===== src/logic/periph_pkg.sv =====
// Shared types, limits and address map of the peripheral subsystem.
// Imported by every RTL block and by the testbench.
package periph_pkg;

   typedef logic [31:0] paddr_t;   // APB byte address
   typedef logic [31:0] pdata_t;
   typedef logic [2:0]  prio_t;    // 0 never interrupts
   typedef logic [3:0]  irq_id_t;  // 0 means no source
   typedef logic [7:0]  gpio_t;

   localparam int NumSources = 8;
   localparam int NumTargets = 2;

   // ----------------------------------------------------------------------
   // Block map, decoded on address bits 15:12
   // ----------------------------------------------------------------------
   localparam paddr_t PlicBase = 32'h0000_0000;
   localparam paddr_t GpioBase = 32'h0000_1000;

   // ----------------------------------------------------------------------
   // PLIC register offsets
   // ----------------------------------------------------------------------
   localparam logic [11:0] PlicPrioOff   = 12'h000;  // 4 * ID
   localparam logic [11:0] PlicPendOff   = 12'h100;  // Read only
   localparam logic [11:0] PlicEnOff     = 12'h200;  // 4 * target
   localparam logic [11:0] PlicThreshOff = 12'h300;  // 8 * target
   localparam logic [11:0] PlicClaimOff  = 12'h304;  // 8 * target

   // ----------------------------------------------------------------------
   // GPIO register offsets
   // ----------------------------------------------------------------------
   localparam logic [11:0] GpioLedOff  = 12'h000;
   localparam logic [11:0] GpioSwOff   = 12'h004;
   localparam logic [11:0] GpioMaskOff = 12'h008;
   localparam logic [11:0] GpioStatOff = 12'h00C;  // Write 1 to clear

   // Returned for accesses to absent blocks
   localparam pdata_t ErrData = 32'hDEAD_BEEF;

endpackage

===== src/logic/periph_subsys.sv =====
// Peripheral subsystem top level on a single APB port.
// Connects the address decoder, the PLIC and the GPIO block; the GPIO
// change interrupt is PLIC source 1, irq_src_i feeds sources 2 and up.
module periph_subsys #(
   parameter int NumSources = periph_pkg::NumSources,
   parameter int NumTargets = periph_pkg::NumTargets
) (
   input  logic                  clk_i,
   input  logic                  rst_i,
   input  logic                  psel_i,
   input  logic                  penable_i,
   input  logic                  pwrite_i,
   input  periph_pkg::paddr_t    paddr_i,
   input  periph_pkg::pdata_t    pwdata_i,
   input  logic [NumSources-2:0] irq_src_i,
   input  periph_pkg::gpio_t     dip_switches_i,
   output periph_pkg::pdata_t    prdata_o,
   output logic                  pready_o,
   output logic                  pslverr_o,
   output logic [NumTargets-1:0] irq_o,
   output periph_pkg::gpio_t     leds_o
);
   import periph_pkg::*;

   logic   plic_sel;
   logic   gpio_sel;
   pdata_t plic_rdata;
   pdata_t gpio_rdata;
   logic   gpio_irq;

   apb_decoder i_apb_decoder (
      .clk_i        ( clk_i      ),
      .rst_i        ( rst_i      ),
      .psel_i       ( psel_i     ),
      .penable_i    ( penable_i  ),
      .paddr_i      ( paddr_i    ),
      .plic_rdata_i ( plic_rdata ),
      .gpio_rdata_i ( gpio_rdata ),
      .plic_sel_o   ( plic_sel   ),
      .gpio_sel_o   ( gpio_sel   ),
      .prdata_o     ( prdata_o   ),
      .pready_o     ( pready_o   ),
      .pslverr_o    ( pslverr_o  )
   );

   // ----------------------------------------------------------------------
   // Interrupt controller
   // ----------------------------------------------------------------------
   plic_regs #(
      .NumSources ( NumSources ),
      .NumTargets ( NumTargets )
   ) i_plic_regs (
      .clk_i     ( clk_i                 ),
      .rst_i     ( rst_i                 ),
      .sel_i     ( plic_sel              ),
      .penable_i ( penable_i             ),
      .pwrite_i  ( pwrite_i              ),
      .offset_i  ( paddr_i[11:0]         ),
      .wdata_i   ( pwdata_i              ),
      .src_i     ( {irq_src_i, gpio_irq} ),
      .rdata_o   ( plic_rdata            ),
      .irq_o     ( irq_o                 )
   );

   // ----------------------------------------------------------------------
   // LEDs and switches
   // ----------------------------------------------------------------------
   gpio_regs i_gpio_regs (
      .clk_i     ( clk_i          ),
      .rst_i     ( rst_i          ),
      .sel_i     ( gpio_sel       ),
      .penable_i ( penable_i      ),
      .pwrite_i  ( pwrite_i       ),
      .offset_i  ( paddr_i[11:0]  ),
      .wdata_i   ( pwdata_i       ),
      .sw_i      ( dip_switches_i ),
      .rdata_o   ( gpio_rdata     ),
      .leds_o    ( leds_o         ),
      .irq_o     ( gpio_irq       )
   );

endmodule


===== src/logic/gpio_regs.sv =====
// GPIO block: LED register, synchronized DIP switches and a
// change interrupt with mask and write-1-to-clear status.
module gpio_regs (
   input  logic               clk_i,
   input  logic               rst_i,
   input  logic               sel_i,
   input  logic               penable_i,
   input  logic               pwrite_i,
   input  logic [11:0]        offset_i,
   input  periph_pkg::pdata_t wdata_i,
   input  periph_pkg::gpio_t  sw_i,
   output periph_pkg::pdata_t rdata_o,
   output periph_pkg::gpio_t  leds_o,
   output logic               irq_o
);
   import periph_pkg::*;

   gpio_t led_q;
   gpio_t mask_q;
   gpio_t stat_q;
   gpio_t sw_meta_q;   // First synchronizer stage
   gpio_t sw_sync_q;
   gpio_t sw_prev_q;
   gpio_t changed;
   gpio_t stat_clr;
   logic  wr_en;

   assign wr_en    = sel_i & penable_i & pwrite_i;
   assign changed  = (sw_sync_q ^ sw_prev_q) & mask_q;
   assign stat_clr = (wr_en && (offset_i == GpioStatOff)) ? gpio_t'(wdata_i) : '0;

   // ----------------------------------------------------------------------
   // Switch path
   // ----------------------------------------------------------------------
   always_ff @(posedge clk_i) begin
      if (rst_i) begin
         sw_meta_q <= '0;
         sw_sync_q <= '0;
         sw_prev_q <= '0;
         stat_q    <= '0;
      end else begin
         sw_meta_q <= sw_i;
         sw_sync_q <= sw_meta_q;
         sw_prev_q <= sw_sync_q;
         stat_q    <= (stat_q & ~stat_clr) | changed;  // New change beats clear
      end
   end

   // LED and mask registers
   always_ff @(posedge clk_i) begin
      if (rst_i) begin
         led_q  <= '0;
         mask_q <= '0;
      end else if (wr_en) begin
         if (offset_i == GpioLedOff) begin
            led_q <= gpio_t'(wdata_i);
         end
         if (offset_i == GpioMaskOff) begin
            mask_q <= gpio_t'(wdata_i);
         end
      end
   end

   always_comb begin
      case (offset_i)
         GpioLedOff:  rdata_o = pdata_t'(led_q);
         GpioSwOff:   rdata_o = pdata_t'(sw_sync_q);
         GpioMaskOff: rdata_o = pdata_t'(mask_q);
         GpioStatOff: rdata_o = pdata_t'(stat_q);
         default:     rdata_o = '0;
      endcase
   end

   assign leds_o = led_q;
   assign irq_o  = |stat_q;  // PLIC source 1

endmodule


===== src/logic/plic_regs.sv =====
// PLIC register file: gateways, pending and in-service bits, priorities,
// per-target enables and thresholds, claim and complete.
// Source ID n is fed by src_i[n-1]; ID 0 is reserved.
module plic_regs #(
   parameter int NumSources = periph_pkg::NumSources,
   parameter int NumTargets = periph_pkg::NumTargets
) (
   input  logic                  clk_i,
   input  logic                  rst_i,
   input  logic                  sel_i,
   input  logic                  penable_i,
   input  logic                  pwrite_i,
   input  logic [11:0]           offset_i,
   input  periph_pkg::pdata_t    wdata_i,
   input  logic [NumSources-1:0] src_i,
   output periph_pkg::pdata_t    rdata_o,
   output logic [NumTargets-1:0] irq_o
);
   import periph_pkg::*;

   prio_t [NumSources:0] prio_q;
   logic  [NumSources:0] pending_q;
   logic  [NumSources:0] in_service_q;
   logic  [NumSources:0] enable_q [NumTargets];
   prio_t                thresh_q [NumTargets];
   irq_id_t              best_id  [NumTargets];

   logic       wr_en;
   logic       rd_en;
   logic [5:0] src_idx;   // Word index, priority and enable
   logic [4:0] ctx_idx;   // Threshold/claim pair
   logic       prio_hit;
   logic       pend_hit;
   logic       en_hit;
   logic       ctx_hit;
   logic       thresh_sel;
   logic       claim_sel;
   logic       claim_rd;
   logic       complete_wr;
   irq_id_t    claim_id;
   irq_id_t    complete_id;

   // ----------------------------------------------------------------------
   // Register decode
   // ----------------------------------------------------------------------
   assign wr_en   = sel_i & penable_i & pwrite_i;
   assign rd_en   = sel_i & penable_i & ~pwrite_i;
   assign src_idx = offset_i[7:2];
   assign ctx_idx = offset_i[7:3];

   assign prio_hit = (offset_i[11:8] == PlicPrioOff[11:8]) && (src_idx != '0) &&
                     (src_idx <= NumSources);
   assign pend_hit = (offset_i == PlicPendOff);
   assign en_hit   = (offset_i[11:8] == PlicEnOff[11:8]) && (src_idx < NumTargets);
   assign ctx_hit  = (offset_i[11:8] == PlicThreshOff[11:8]) && (ctx_idx < NumTargets);

   assign thresh_sel = ctx_hit && (offset_i[2:0] == PlicThreshOff[2:0]);
   assign claim_sel  = ctx_hit && (offset_i[2:0] == PlicClaimOff[2:0]);

   assign claim_rd    = rd_en & claim_sel;
   assign complete_wr = wr_en & claim_sel;
   assign complete_id = irq_id_t'(wdata_i);

   always_comb begin
      claim_id = '0;
      for (int t = 0; t < NumTargets; t++) begin
         if (ctx_idx == t) begin
            claim_id = best_id[t];
         end
      end
   end

   // ----------------------------------------------------------------------
   // Gateways, claim and complete
   // ----------------------------------------------------------------------
   always_ff @(posedge clk_i) begin
      if (rst_i) begin
         pending_q    <= '0;
         in_service_q <= '0;
      end else begin
         for (int i = 1; i <= NumSources; i++) begin
            if (src_i[i-1] && !pending_q[i] && !in_service_q[i]) begin
               pending_q[i] <= 1'b1;  // One request per service
            end
         end
         if (claim_rd && (claim_id != '0)) begin
            pending_q[claim_id]    <= 1'b0;
            in_service_q[claim_id] <= 1'b1;
         end
         if (complete_wr && (complete_id != '0) && (complete_id <= NumSources)) begin
            in_service_q[complete_id] <= 1'b0;
         end
      end
   end

   // Priority, enable and threshold registers
   always_ff @(posedge clk_i) begin
      if (rst_i) begin
         prio_q <= '0;
         for (int t = 0; t < NumTargets; t++) begin
            enable_q[t] <= '0;
            thresh_q[t] <= '0;
         end
      end else if (wr_en) begin
         for (int i = 1; i <= NumSources; i++) begin
            if (prio_hit && (src_idx == i)) begin
               prio_q[i] <= prio_t'(wdata_i);
            end
         end
         for (int t = 0; t < NumTargets; t++) begin
            if (en_hit && (src_idx == t)) begin
               enable_q[t] <= {wdata_i[NumSources:1], 1'b0};  // ID 0 stays off
            end
            if (thresh_sel && (ctx_idx == t)) begin
               thresh_q[t] <= prio_t'(wdata_i);
            end
         end
      end
   end

   // ----------------------------------------------------------------------
   // Read data
   // ----------------------------------------------------------------------
   always_comb begin
      rdata_o = '0;
      if (prio_hit) begin
         rdata_o = pdata_t'(prio_q[src_idx]);
      end
      if (pend_hit) begin
         rdata_o = pdata_t'(pending_q);
      end
      for (int t = 0; t < NumTargets; t++) begin
         if (en_hit && (src_idx == t)) begin
            rdata_o = pdata_t'(enable_q[t]);
         end
         if (thresh_sel && (ctx_idx == t)) begin
            rdata_o = pdata_t'(thresh_q[t]);
         end
      end
      if (claim_sel) begin
         rdata_o = pdata_t'(claim_id);
      end
   end

   for (genvar t = 0; t < NumTargets; t++) begin : gen_target
      plic_target #(
         .NumSources ( NumSources )
      ) i_plic_target (
         .clk_i     ( clk_i       ),
         .rst_i     ( rst_i       ),
         .pending_i ( pending_q   ),
         .enable_i  ( enable_q[t] ),
         .prio_i    ( prio_q      ),
         .thresh_i  ( thresh_q[t] ),
         .best_id_o ( best_id[t]  ),
         .irq_o     ( irq_o[t]    )
      );
   end

   a_claim_in_range: assert property (@(posedge clk_i) disable iff (rst_i)
      claim_rd |-> (claim_id <= NumSources))
      else $error("claimed ID beyond last source");

endmodule


===== src/logic/plic_target.sv =====
// One PLIC interrupt target.
// Picks the strongest pending enabled source above the threshold, lower
// ID on a tie, and drives a registered interrupt line from it.
module plic_target #(
   parameter int NumSources = periph_pkg::NumSources
) (
   input  logic                             clk_i,
   input  logic                             rst_i,
   input  logic [NumSources:0]              pending_i,  // Bit 0 unused
   input  logic [NumSources:0]              enable_i,
   input  periph_pkg::prio_t [NumSources:0] prio_i,
   input  periph_pkg::prio_t                thresh_i,
   output periph_pkg::irq_id_t              best_id_o,
   output logic                             irq_o
);
   import periph_pkg::*;

   prio_t best_prio;

   // Strict compare keeps the lower ID on equal priority
   always_comb begin
      best_id_o = '0;
      best_prio = thresh_i;
      for (int i = 1; i <= NumSources; i++) begin
         if (pending_i[i] && enable_i[i] && (prio_i[i] > best_prio)) begin
            best_id_o = irq_id_t'(i);
            best_prio = prio_i[i];
         end
      end
   end

   always_ff @(posedge clk_i) begin
      if (rst_i) begin
         irq_o <= 1'b0;
      end else begin
         irq_o <= (best_id_o != '0);
      end
   end

endmodule


===== src/logic/apb_decoder.sv =====
// APB address decoder for the peripheral subsystem.
// Selects the PLIC or GPIO block, muxes their read data back and answers
// every other address with a slave error.
module apb_decoder (
   input  logic               clk_i,
   input  logic               rst_i,
   input  logic               psel_i,
   input  logic               penable_i,
   input  periph_pkg::paddr_t paddr_i,
   input  periph_pkg::pdata_t plic_rdata_i,
   input  periph_pkg::pdata_t gpio_rdata_i,
   output logic               plic_sel_o,
   output logic               gpio_sel_o,
   output periph_pkg::pdata_t prdata_o,
   output logic               pready_o,
   output logic               pslverr_o
);
   import periph_pkg::*;

   logic hit_plic;
   logic hit_gpio;
   logic access;

   assign hit_plic = (paddr_i[15:12] == PlicBase[15:12]);
   assign hit_gpio = (paddr_i[15:12] == GpioBase[15:12]);
   assign access   = psel_i & penable_i;

   // Held through setup and access cycles
   assign plic_sel_o = psel_i & hit_plic;
   assign gpio_sel_o = psel_i & hit_gpio;

   assign pready_o = access;  // No wait states

   // ----------------------------------------------------------------------
   // Error responder, stateless
   // ----------------------------------------------------------------------
   assign pslverr_o = access & ~(hit_plic | hit_gpio);

   always_comb begin
      if (hit_plic) begin
         prdata_o = plic_rdata_i;
      end else if (hit_gpio) begin
         prdata_o = gpio_rdata_i;
      end else begin
         prdata_o = ErrData;
      end
   end

   // ----------------------------------------------------------------------
   // Protocol checks
   // ----------------------------------------------------------------------
   a_enable_needs_sel: assert property (@(posedge clk_i) disable iff (rst_i)
      penable_i |-> psel_i)
      else $error("penable high without psel");

   a_setup_before_access: assert property (@(posedge clk_i) disable iff (rst_i)
      access |-> $past(psel_i && !penable_i))
      else $error("access cycle without a setup cycle");

endmodule


===== config.mk =====
export PLATFORM = sky130hd
export DESIGN_NAME = periph_subsys
export DESIGN_NICKNAME = d
export VERILOG_FILES = /design/src/logic/periph_pkg.sv /design/src/logic/periph_subsys.sv /design/src/logic/gpio_regs.sv /design/src/logic/plic_regs.sv /design/src/logic/plic_target.sv /design/src/logic/apb_decoder.sv
export SDC_FILE = /design/constraint.sdc
export NUM_CORES = 1
export LEC_CHECK = 0
export BUFFER_PORTS_ARGS = -buffer_cell sky130_fd_sc_hd__buf_2
export CAP_MARGIN = 20
export CORE_MARGIN = 5
export CORE_UTILIZATION = 50
export CTS_CLUSTER_DIAMETER = 150
export DETAILED_ROUTE_END_ITERATION = 10
export PLACE_DENSITY_LB_ADDON = 0.3
export SYNTH_ARGS = -nofsm -noshare
export SYNTH_HDL_FRONTEND = slang
export SYNTH_SLANG_ARGS = --single-unit

===== constraint.sdc =====
create_clock -name clk_i -period 17.7 [get_ports clk_i]
set_clock_uncertainty 0.05 [all_clocks]
set_input_delay 1.77 -clock clk_i [delete_from_list [all_inputs] [get_ports clk_i]]
set_output_delay 1.77 -clock clk_i [all_outputs]
set_load 0.05 [all_outputs]

==> Word level (Yosys, flattened, before mapping) <==
Memories as Yosys holds them, arrays and structs flattened.
Index checks and enable logic that the tools add are counted.
{ "totals": {"word_cells": 292, "in_bits": 84, "reg_bits": 92, "ramBits": 22, "out_inout_bits": 44, "memories": 2} }
{ "mem_list": {"columns": ["name", "depth", "width", "read_ports", "rd_ports_with_merged_regs", "wr", "line", "rtl"], "rows": [
  ["i_plic_regs.enable_q", 2, 8, 2, 0, 2, "plic_regs.sv:24", "logic [NumSources:0] enable_q [NumTargets];"],
  ["i_plic_regs.thresh_q", 2, 3, 2, 0, 2, "plic_regs.sv:25", "prio_t thresh_q [NumTargets];"]
]} }
{ "op_classes": {"order_cmp": 25, "n_eq_ne": 17, "reduce_logical": 110, "n_mux": 91, "bitwise": 28} }
{ "op_table": {"columns": ["cell", "n"], "rows": [
  ["2-to-1 mux 9 bit", 10],
  ["logical AND 1 bit", 72],
  ["2-to-1 mux 32 bit", 2],
  ["2-to-1 mux 4 bit", 16],
  ["2-to-1 mux 3 bit", 18],
  ["greater-than comparator 3 bit", 16],
  ["2-to-1 mux 1 bit", 38],
  ["one-hot mux 8 bit (4 select lines)", 1],
  ["equality test 12 x 4 -> 1 bit, second input constant", 2],
  ["equality test 6 x 3 -> 1 bit, second input constant", 4],
  ["2-to-1 mux 8 bit", 3],
  ["AND reduction 2 bit", 10],
  ["bitwise AND 9 bit", 2],
  ["inverter 9 bit", 2],
  ["bitwise AND 8 bit", 2],
  ["zero test 1 bit", 16],
  ["nonzero test 4 bit", 4],
  ["binary-select mux 3 bit (select 4 bit)", 1],
  ["equality test 12 x 3 -> 1 bit, second input constant", 1],
  ["equality test 12 x 9 -> 1 bit, second input constant", 1],
  ["equality test 6 x 2 -> 1 bit, second input constant", 2],
  ["zero test 12 bit", 1],
  ["bitwise AND 1 bit", 11],
  ["less-than comparator 4 x 5 -> 1 bit, second input constant", 2],
  ["other kinds (25)", 34]
]} }

==> Longest topological paths before layout <==
An unclocked memory read counts as a cell.
{ "logic_depth": {"ltp_word": 36, "ltp_mapped": 62, "mapped_depth_nobuf": 62} }

==> Hierarchy <==
From an unflattened synthesis, not the netlist that was laid out.
{ "hier_totals": {"cells_unflattened": 972, "area_unflattened_um2": 8620.8} }
{ "by_module_without_submodules": {"columns": ["module", "n_inst", "seq_area_each_um2", "cells_each", "area_per_inst_um2"], "rows": [
  ["plic_regs", 1, 1481.4, 347, 3419.5],
  ["gpio_regs", 1, 960.9, 208, 2264.7],
  ["plic_target at i_plic_regs.gen_target[0].i_plic_target", 1, 20.0, 174, 1209.9],
  ["plic_target at i_plic_regs.gen_target[1].i_plic_target", 1, 20.0, 166, 1196.1],
  ["apb_decoder", 1, 0.0, 77, 530.5]
]} }

==> Worst setup path after synthesis <==
No wires, ideal clock.
{ "synth_path": {"path_kind": "register -> output", "start": "memory i_plic_regs.thresh_q[0][2] (netlist bit)", "end": "output prdata_o[2]", "t_required_ns": 15.880, "stages_incl_launch_ff": 50, "path_slack_ns": 3.139, "n_path_buf": 0, "t_arrival_ns": 12.741, "cell_sequence": "edfxtp_1 -> inv_1 -> ha_1 -> and3b_1 -> o2111ai_4 -> o21ai_0 -> ha_1 -> nor2_1 -> maj3_1 -> maj3_1 -> and3_1 -> mux2_2 -> ha_1 -> nor2_1 -> maj3_1 -> maj3_1 -> and3_1 -> mux2_2 -> [14 not listed] -> nand3_1 -> a31oi_1 -> a21boi_0 -> ha_1 -> a21o_1 -> a21oi_1 -> a311oi_1 -> mux2_2 -> ha_1 -> a21o_1 -> a21oi_1 -> a311oi_1 -> nor3_1 -> o31ai_1 -> nand2_1 -> o31a_1 -> nor2_1 -> o311ai_0"} }
{ "synth_rtl": {"columns": ["element", "line", "rtl"], "rows": [
  ["start, declared", "plic_regs.sv:25", null],
  ["end, declared", "periph_subsys.sv:17", "output periph_pkg::pdata_t prdata_o,"]
]} }

==> flow_summary.yaml <==
synthesis:
  avgSynthCellArea_um2: 8.59
  synth_warnings: 0
  yosysTopAreaCell: "dfxtp_1"
  netlist_area_um2: 7320
  yosysUniqueCellTypes: 83
  synth_top_area_share_pct: 24.9
  ys.flop_type: "dfxtp_1"
  yosysSeqAreaShare_pct: 33.9
  async_flop_share_pct: 0
  synth_seq_cells: 113
  synth_edf_count: 22
  synth_top_cells_by_area: "dfxtp_1 (25%), edfxtp_1 (9.0%), ha_1 (5.6%)"
  synthCells: 852
critical_path:
  worst_setup_path_end_kind: "output pin"
  critPathSlowestCell: "edfxtp_1"
  crit_family: "compound AO/OA/AOI/OAI gates"
  path_class: "flop to output pin"
  r2r_slack_ps: 4150
  r2r-start: "i_plic_regs.thresh_q[0][4]"
  endpoint: "prdata_o[1]"
  crit_top_cell: "ha_1"
  cp_max_fo: 9
  rr_endpoint: "i_plic_regs.in_service_q[3]"
  crit_start: "i_plic_regs.thresh_q[0][4]"
  path_buf_inv: 5
  cp-start-kind: "flop"
  worst_ep_arrival_time_ps: 13890
  reg2reg_depth: 57
  cp_num_cells: 58
  required_ps: 15880
  max_stage_delay_ps: 480
route:
  wire_per_inst_um: 19.0
  drcViolationCount: 0
  drt_iter0_markers: 522
  vias_per_cell: 6.05
  routed_wl_um: 20900
  drt.antenna.violating_nets: 0
  vias: 6674
  drt_pass1_iterations: 7
sta:
  fin_crit_sh_pct: 88.7
  max_freq_ghz: 0.0637
  holdWs_ps: 383
  period_needed_ps: 15710
  grt_setup_unrepaired: "no"
  report.final.slew_viol_count: 0
  tns_ps: 0
  worst_pin_slew_ps: 990
  hold_viol: 0
  setup_viol_count_final: 0
  relSlewSlack_pct: 33.5
power:
  seqPwrFrac_pct: 40.1
  swShare_pct: 26.9
  combPwrFrac_pct: 11.0
  p_int_w: 0.000503
  power_leakage_nw: 3.19
  p_clk_share_pct: 48.9
  power_density_nw_per_um2: 82.7
  p_switching_w: 0.000185
  peakVddDrop_v: 0.0000870
min_path:
  hold_path.class: "flop to flop"
cts:
  clock_sinks: 113
  cts_tree: "yes"
  cts_setup_buffers: 0
  clk_pin_slew_ps: 60
  post_cts_resized: 0
  clock_latency_ps: 410
  clockBufferDepth: 2
  cts-root-buf: "clkbuf_16"
  cts_buffers: 17
  h-tree-depth: 4
  hold_buffers: 0
final_layout:
  diodes: 0
  fin_nets: 1024
  layout-drive-gt1-share_pct: 17.3
  areaGrowthSynthToFinish_pct: 13.5
  final_area_um2: 8310
grt:
  grtUsageTotal_pct: 24.8
  grt_pass1_vias: 6348
  gr-total-overflow: 0
  grt_pass1_wl_um: 33400
  antenna_found_initial: 0
  grt_max_degree: 64
die:
  core_area_um2: 14400
  die_w_um: 131
  fp-row-count: 44
  die_h_um: 131
  die_area_um2: 17200
  io_pins: 128
  start_util_pct: 50.8
placed_design:
  port_buffers: 82
  dpl.hpwl_um: 15600
  place_area_um2: 7720
  gp_congestion: 0.966
status:
  outcome: "complete, no violations"
run:
  drv_cap: 0
## registers in the layout (all words and copies together) (netlist names)
register                                    flops
i_gpio_regs.sw_prev_q                           8
i_gpio_regs.mask_q                              8
i_plic_regs.pending_q                           9
i_gpio_regs.leds_o                              8
i_gpio_regs.sw_sync_q                           8
i_gpio_regs.sw_meta_q                           8
i_gpio_regs.stat_q                              8
i_plic_regs.gen_target.i_plic_target.irq_o      2
i_plic_regs.in_service_q                        8
i_plic_regs.thresh_q                            6
i_plic_regs.prio_q                             24
i_plic_regs.enable_q                           16
## final cells by class
cell class	count	area [µm²]
Inverter	42	158
Clock buffer	18	429
Sequential cell	113	2480
Timing Repair Buffer	90	470
Fill cell	1300	6110
Multi-Input combinational cell	643	4390
Clock inverter	14	155
Tap cell	184	230
## cells by family (layout without fill, tap and decap cells)
kind of cell / Yosys count / count (layout) / synth area share (%)
AND/OR/NAND/NOR: 339 / 339 / 23.0
AO/OA/AOI/OAI: 189 / 189 / 19.7
flip-flops: 113 / 113 / 33.9
buffers and inverters: 101 / 164 / 6.44
multiplexers: 57 / 57 / 8.85
adder cells (fa/ha/maj): 40 / 40 / 6.60
XOR/XNOR: 12 / 12 / 1.44
other: 1 / 6 / 0.0512
## cell usage in the layout, fill, tap and decap left out, types with 6 or more instances in the layout
master	n
a21o_1	10
a21oi_1	39
a221oi_1	6
a222oi_1	11
a22oi_1	14
a31oi_1	13
and2_1	18
and3_1	10
buf_2	81
buf_4	8
clkbuf_16	17
conb_1	6
dfxtp_1	91
edfxtp_1	22
ha_1	33
inv_1	42
maj3_1	7
mux2_2	15
mux2i_1	36
nand2_1	67
nand2b_1	8
nand3_1	34
nor2_1	99
nor2b_1	35
nor3_1	23
nor4_1	12
o21a_1	7
o21ai_0	20
xor2_1	11
## worst min path at each step
stage                     depth (start not counted)                     start  slack (ps)                  endpoint
final                                             1  i_gpio_regs.sw_meta_q[4]         380  i_gpio_regs.sw_sync_q[4]
after global routing                              1  i_gpio_regs.sw_meta_q[6]         400  i_gpio_regs.sw_sync_q[6]
after global placement                            1  i_gpio_regs.sw_meta_q[7]         370  i_gpio_regs.sw_sync_q[7]
after floorplan                                   1  i_gpio_regs.sw_meta_q[0]         360  i_gpio_regs.sw_sync_q[0]
after detailed placement                          1  i_gpio_regs.sw_meta_q[4]         370  i_gpio_regs.sw_sync_q[4]
after CTS                                         1  i_gpio_regs.sw_meta_q[4]         390  i_gpio_regs.sw_sync_q[4]
## through the flow
step                      util, %  worst slack (ps)  power, W  cells
after floorplan                 -              3140  0.000337    857
after global placement       53.5              2620  0.000355   1071
after detailed placement     53.5              2520  0.000356   1071
after CTS                    57.6              2030  0.000690   1103
after global routing         57.6              1100  0.000712   1104
final                        57.6              1990  0.000688   1104
## worst register-to-register path, delay by kind of cell, from the launching register on
family                     cells  cell delay (ps)
and+or+nand+nor               23             3520
adders and majority gates      8             2340
buffers and inverters          4              430
AOI/OAI and AO/OA             16             4640
DFF                            1              480
muxes                          6             1970
## cell usage after synthesis (6+ instances only)
cell type / n
nor4_1: 12
a21o_1: 10
nand3_1: 34
a31oi_1: 13
a221oi_1: 6
o21ai_0: 20
and2_1: 18
edfxtp_1: 22
a222oi_1: 11
and3_1: 10
nor2b_1: 35
buf_4: 24
mux2i_1: 36
mux2_2: 15
a22oi_1: 14
maj3_1: 7
dfxtp_1: 91
nand2b_1: 8
clkbuf_1: 30
nand2_1: 67
nor2_1: 99
nor3_1: 23
ha_1: 33
a21oi_1: 39
inv_1: 42
o21a_1: 7
xor2_1: 11
## routing by layer
metal	share of wire [%]	track usage, %	up-vias
met5	0	0	-
met4	3.1	9.01	0
met3	7.2	4.23	37
met2	48	41.5	276
met1	42	32.3	3132
li1	-	-	3229
## power by group through the flow
stage	Sequential [W]	Combinational (W)	Clock, W
final	0.000275	0.0000759	0.000336
after global routing	0.000276	0.0000829	0.000353
after CTS	0.000275	0.0000756	0.000339
after detailed placement	0.000281	0.0000751	0
after global placement	0.000280	0.0000742	0
after floorplan	0.000278	0.0000590	0
No activity file was read; power rests on OpenSTA's default activity.
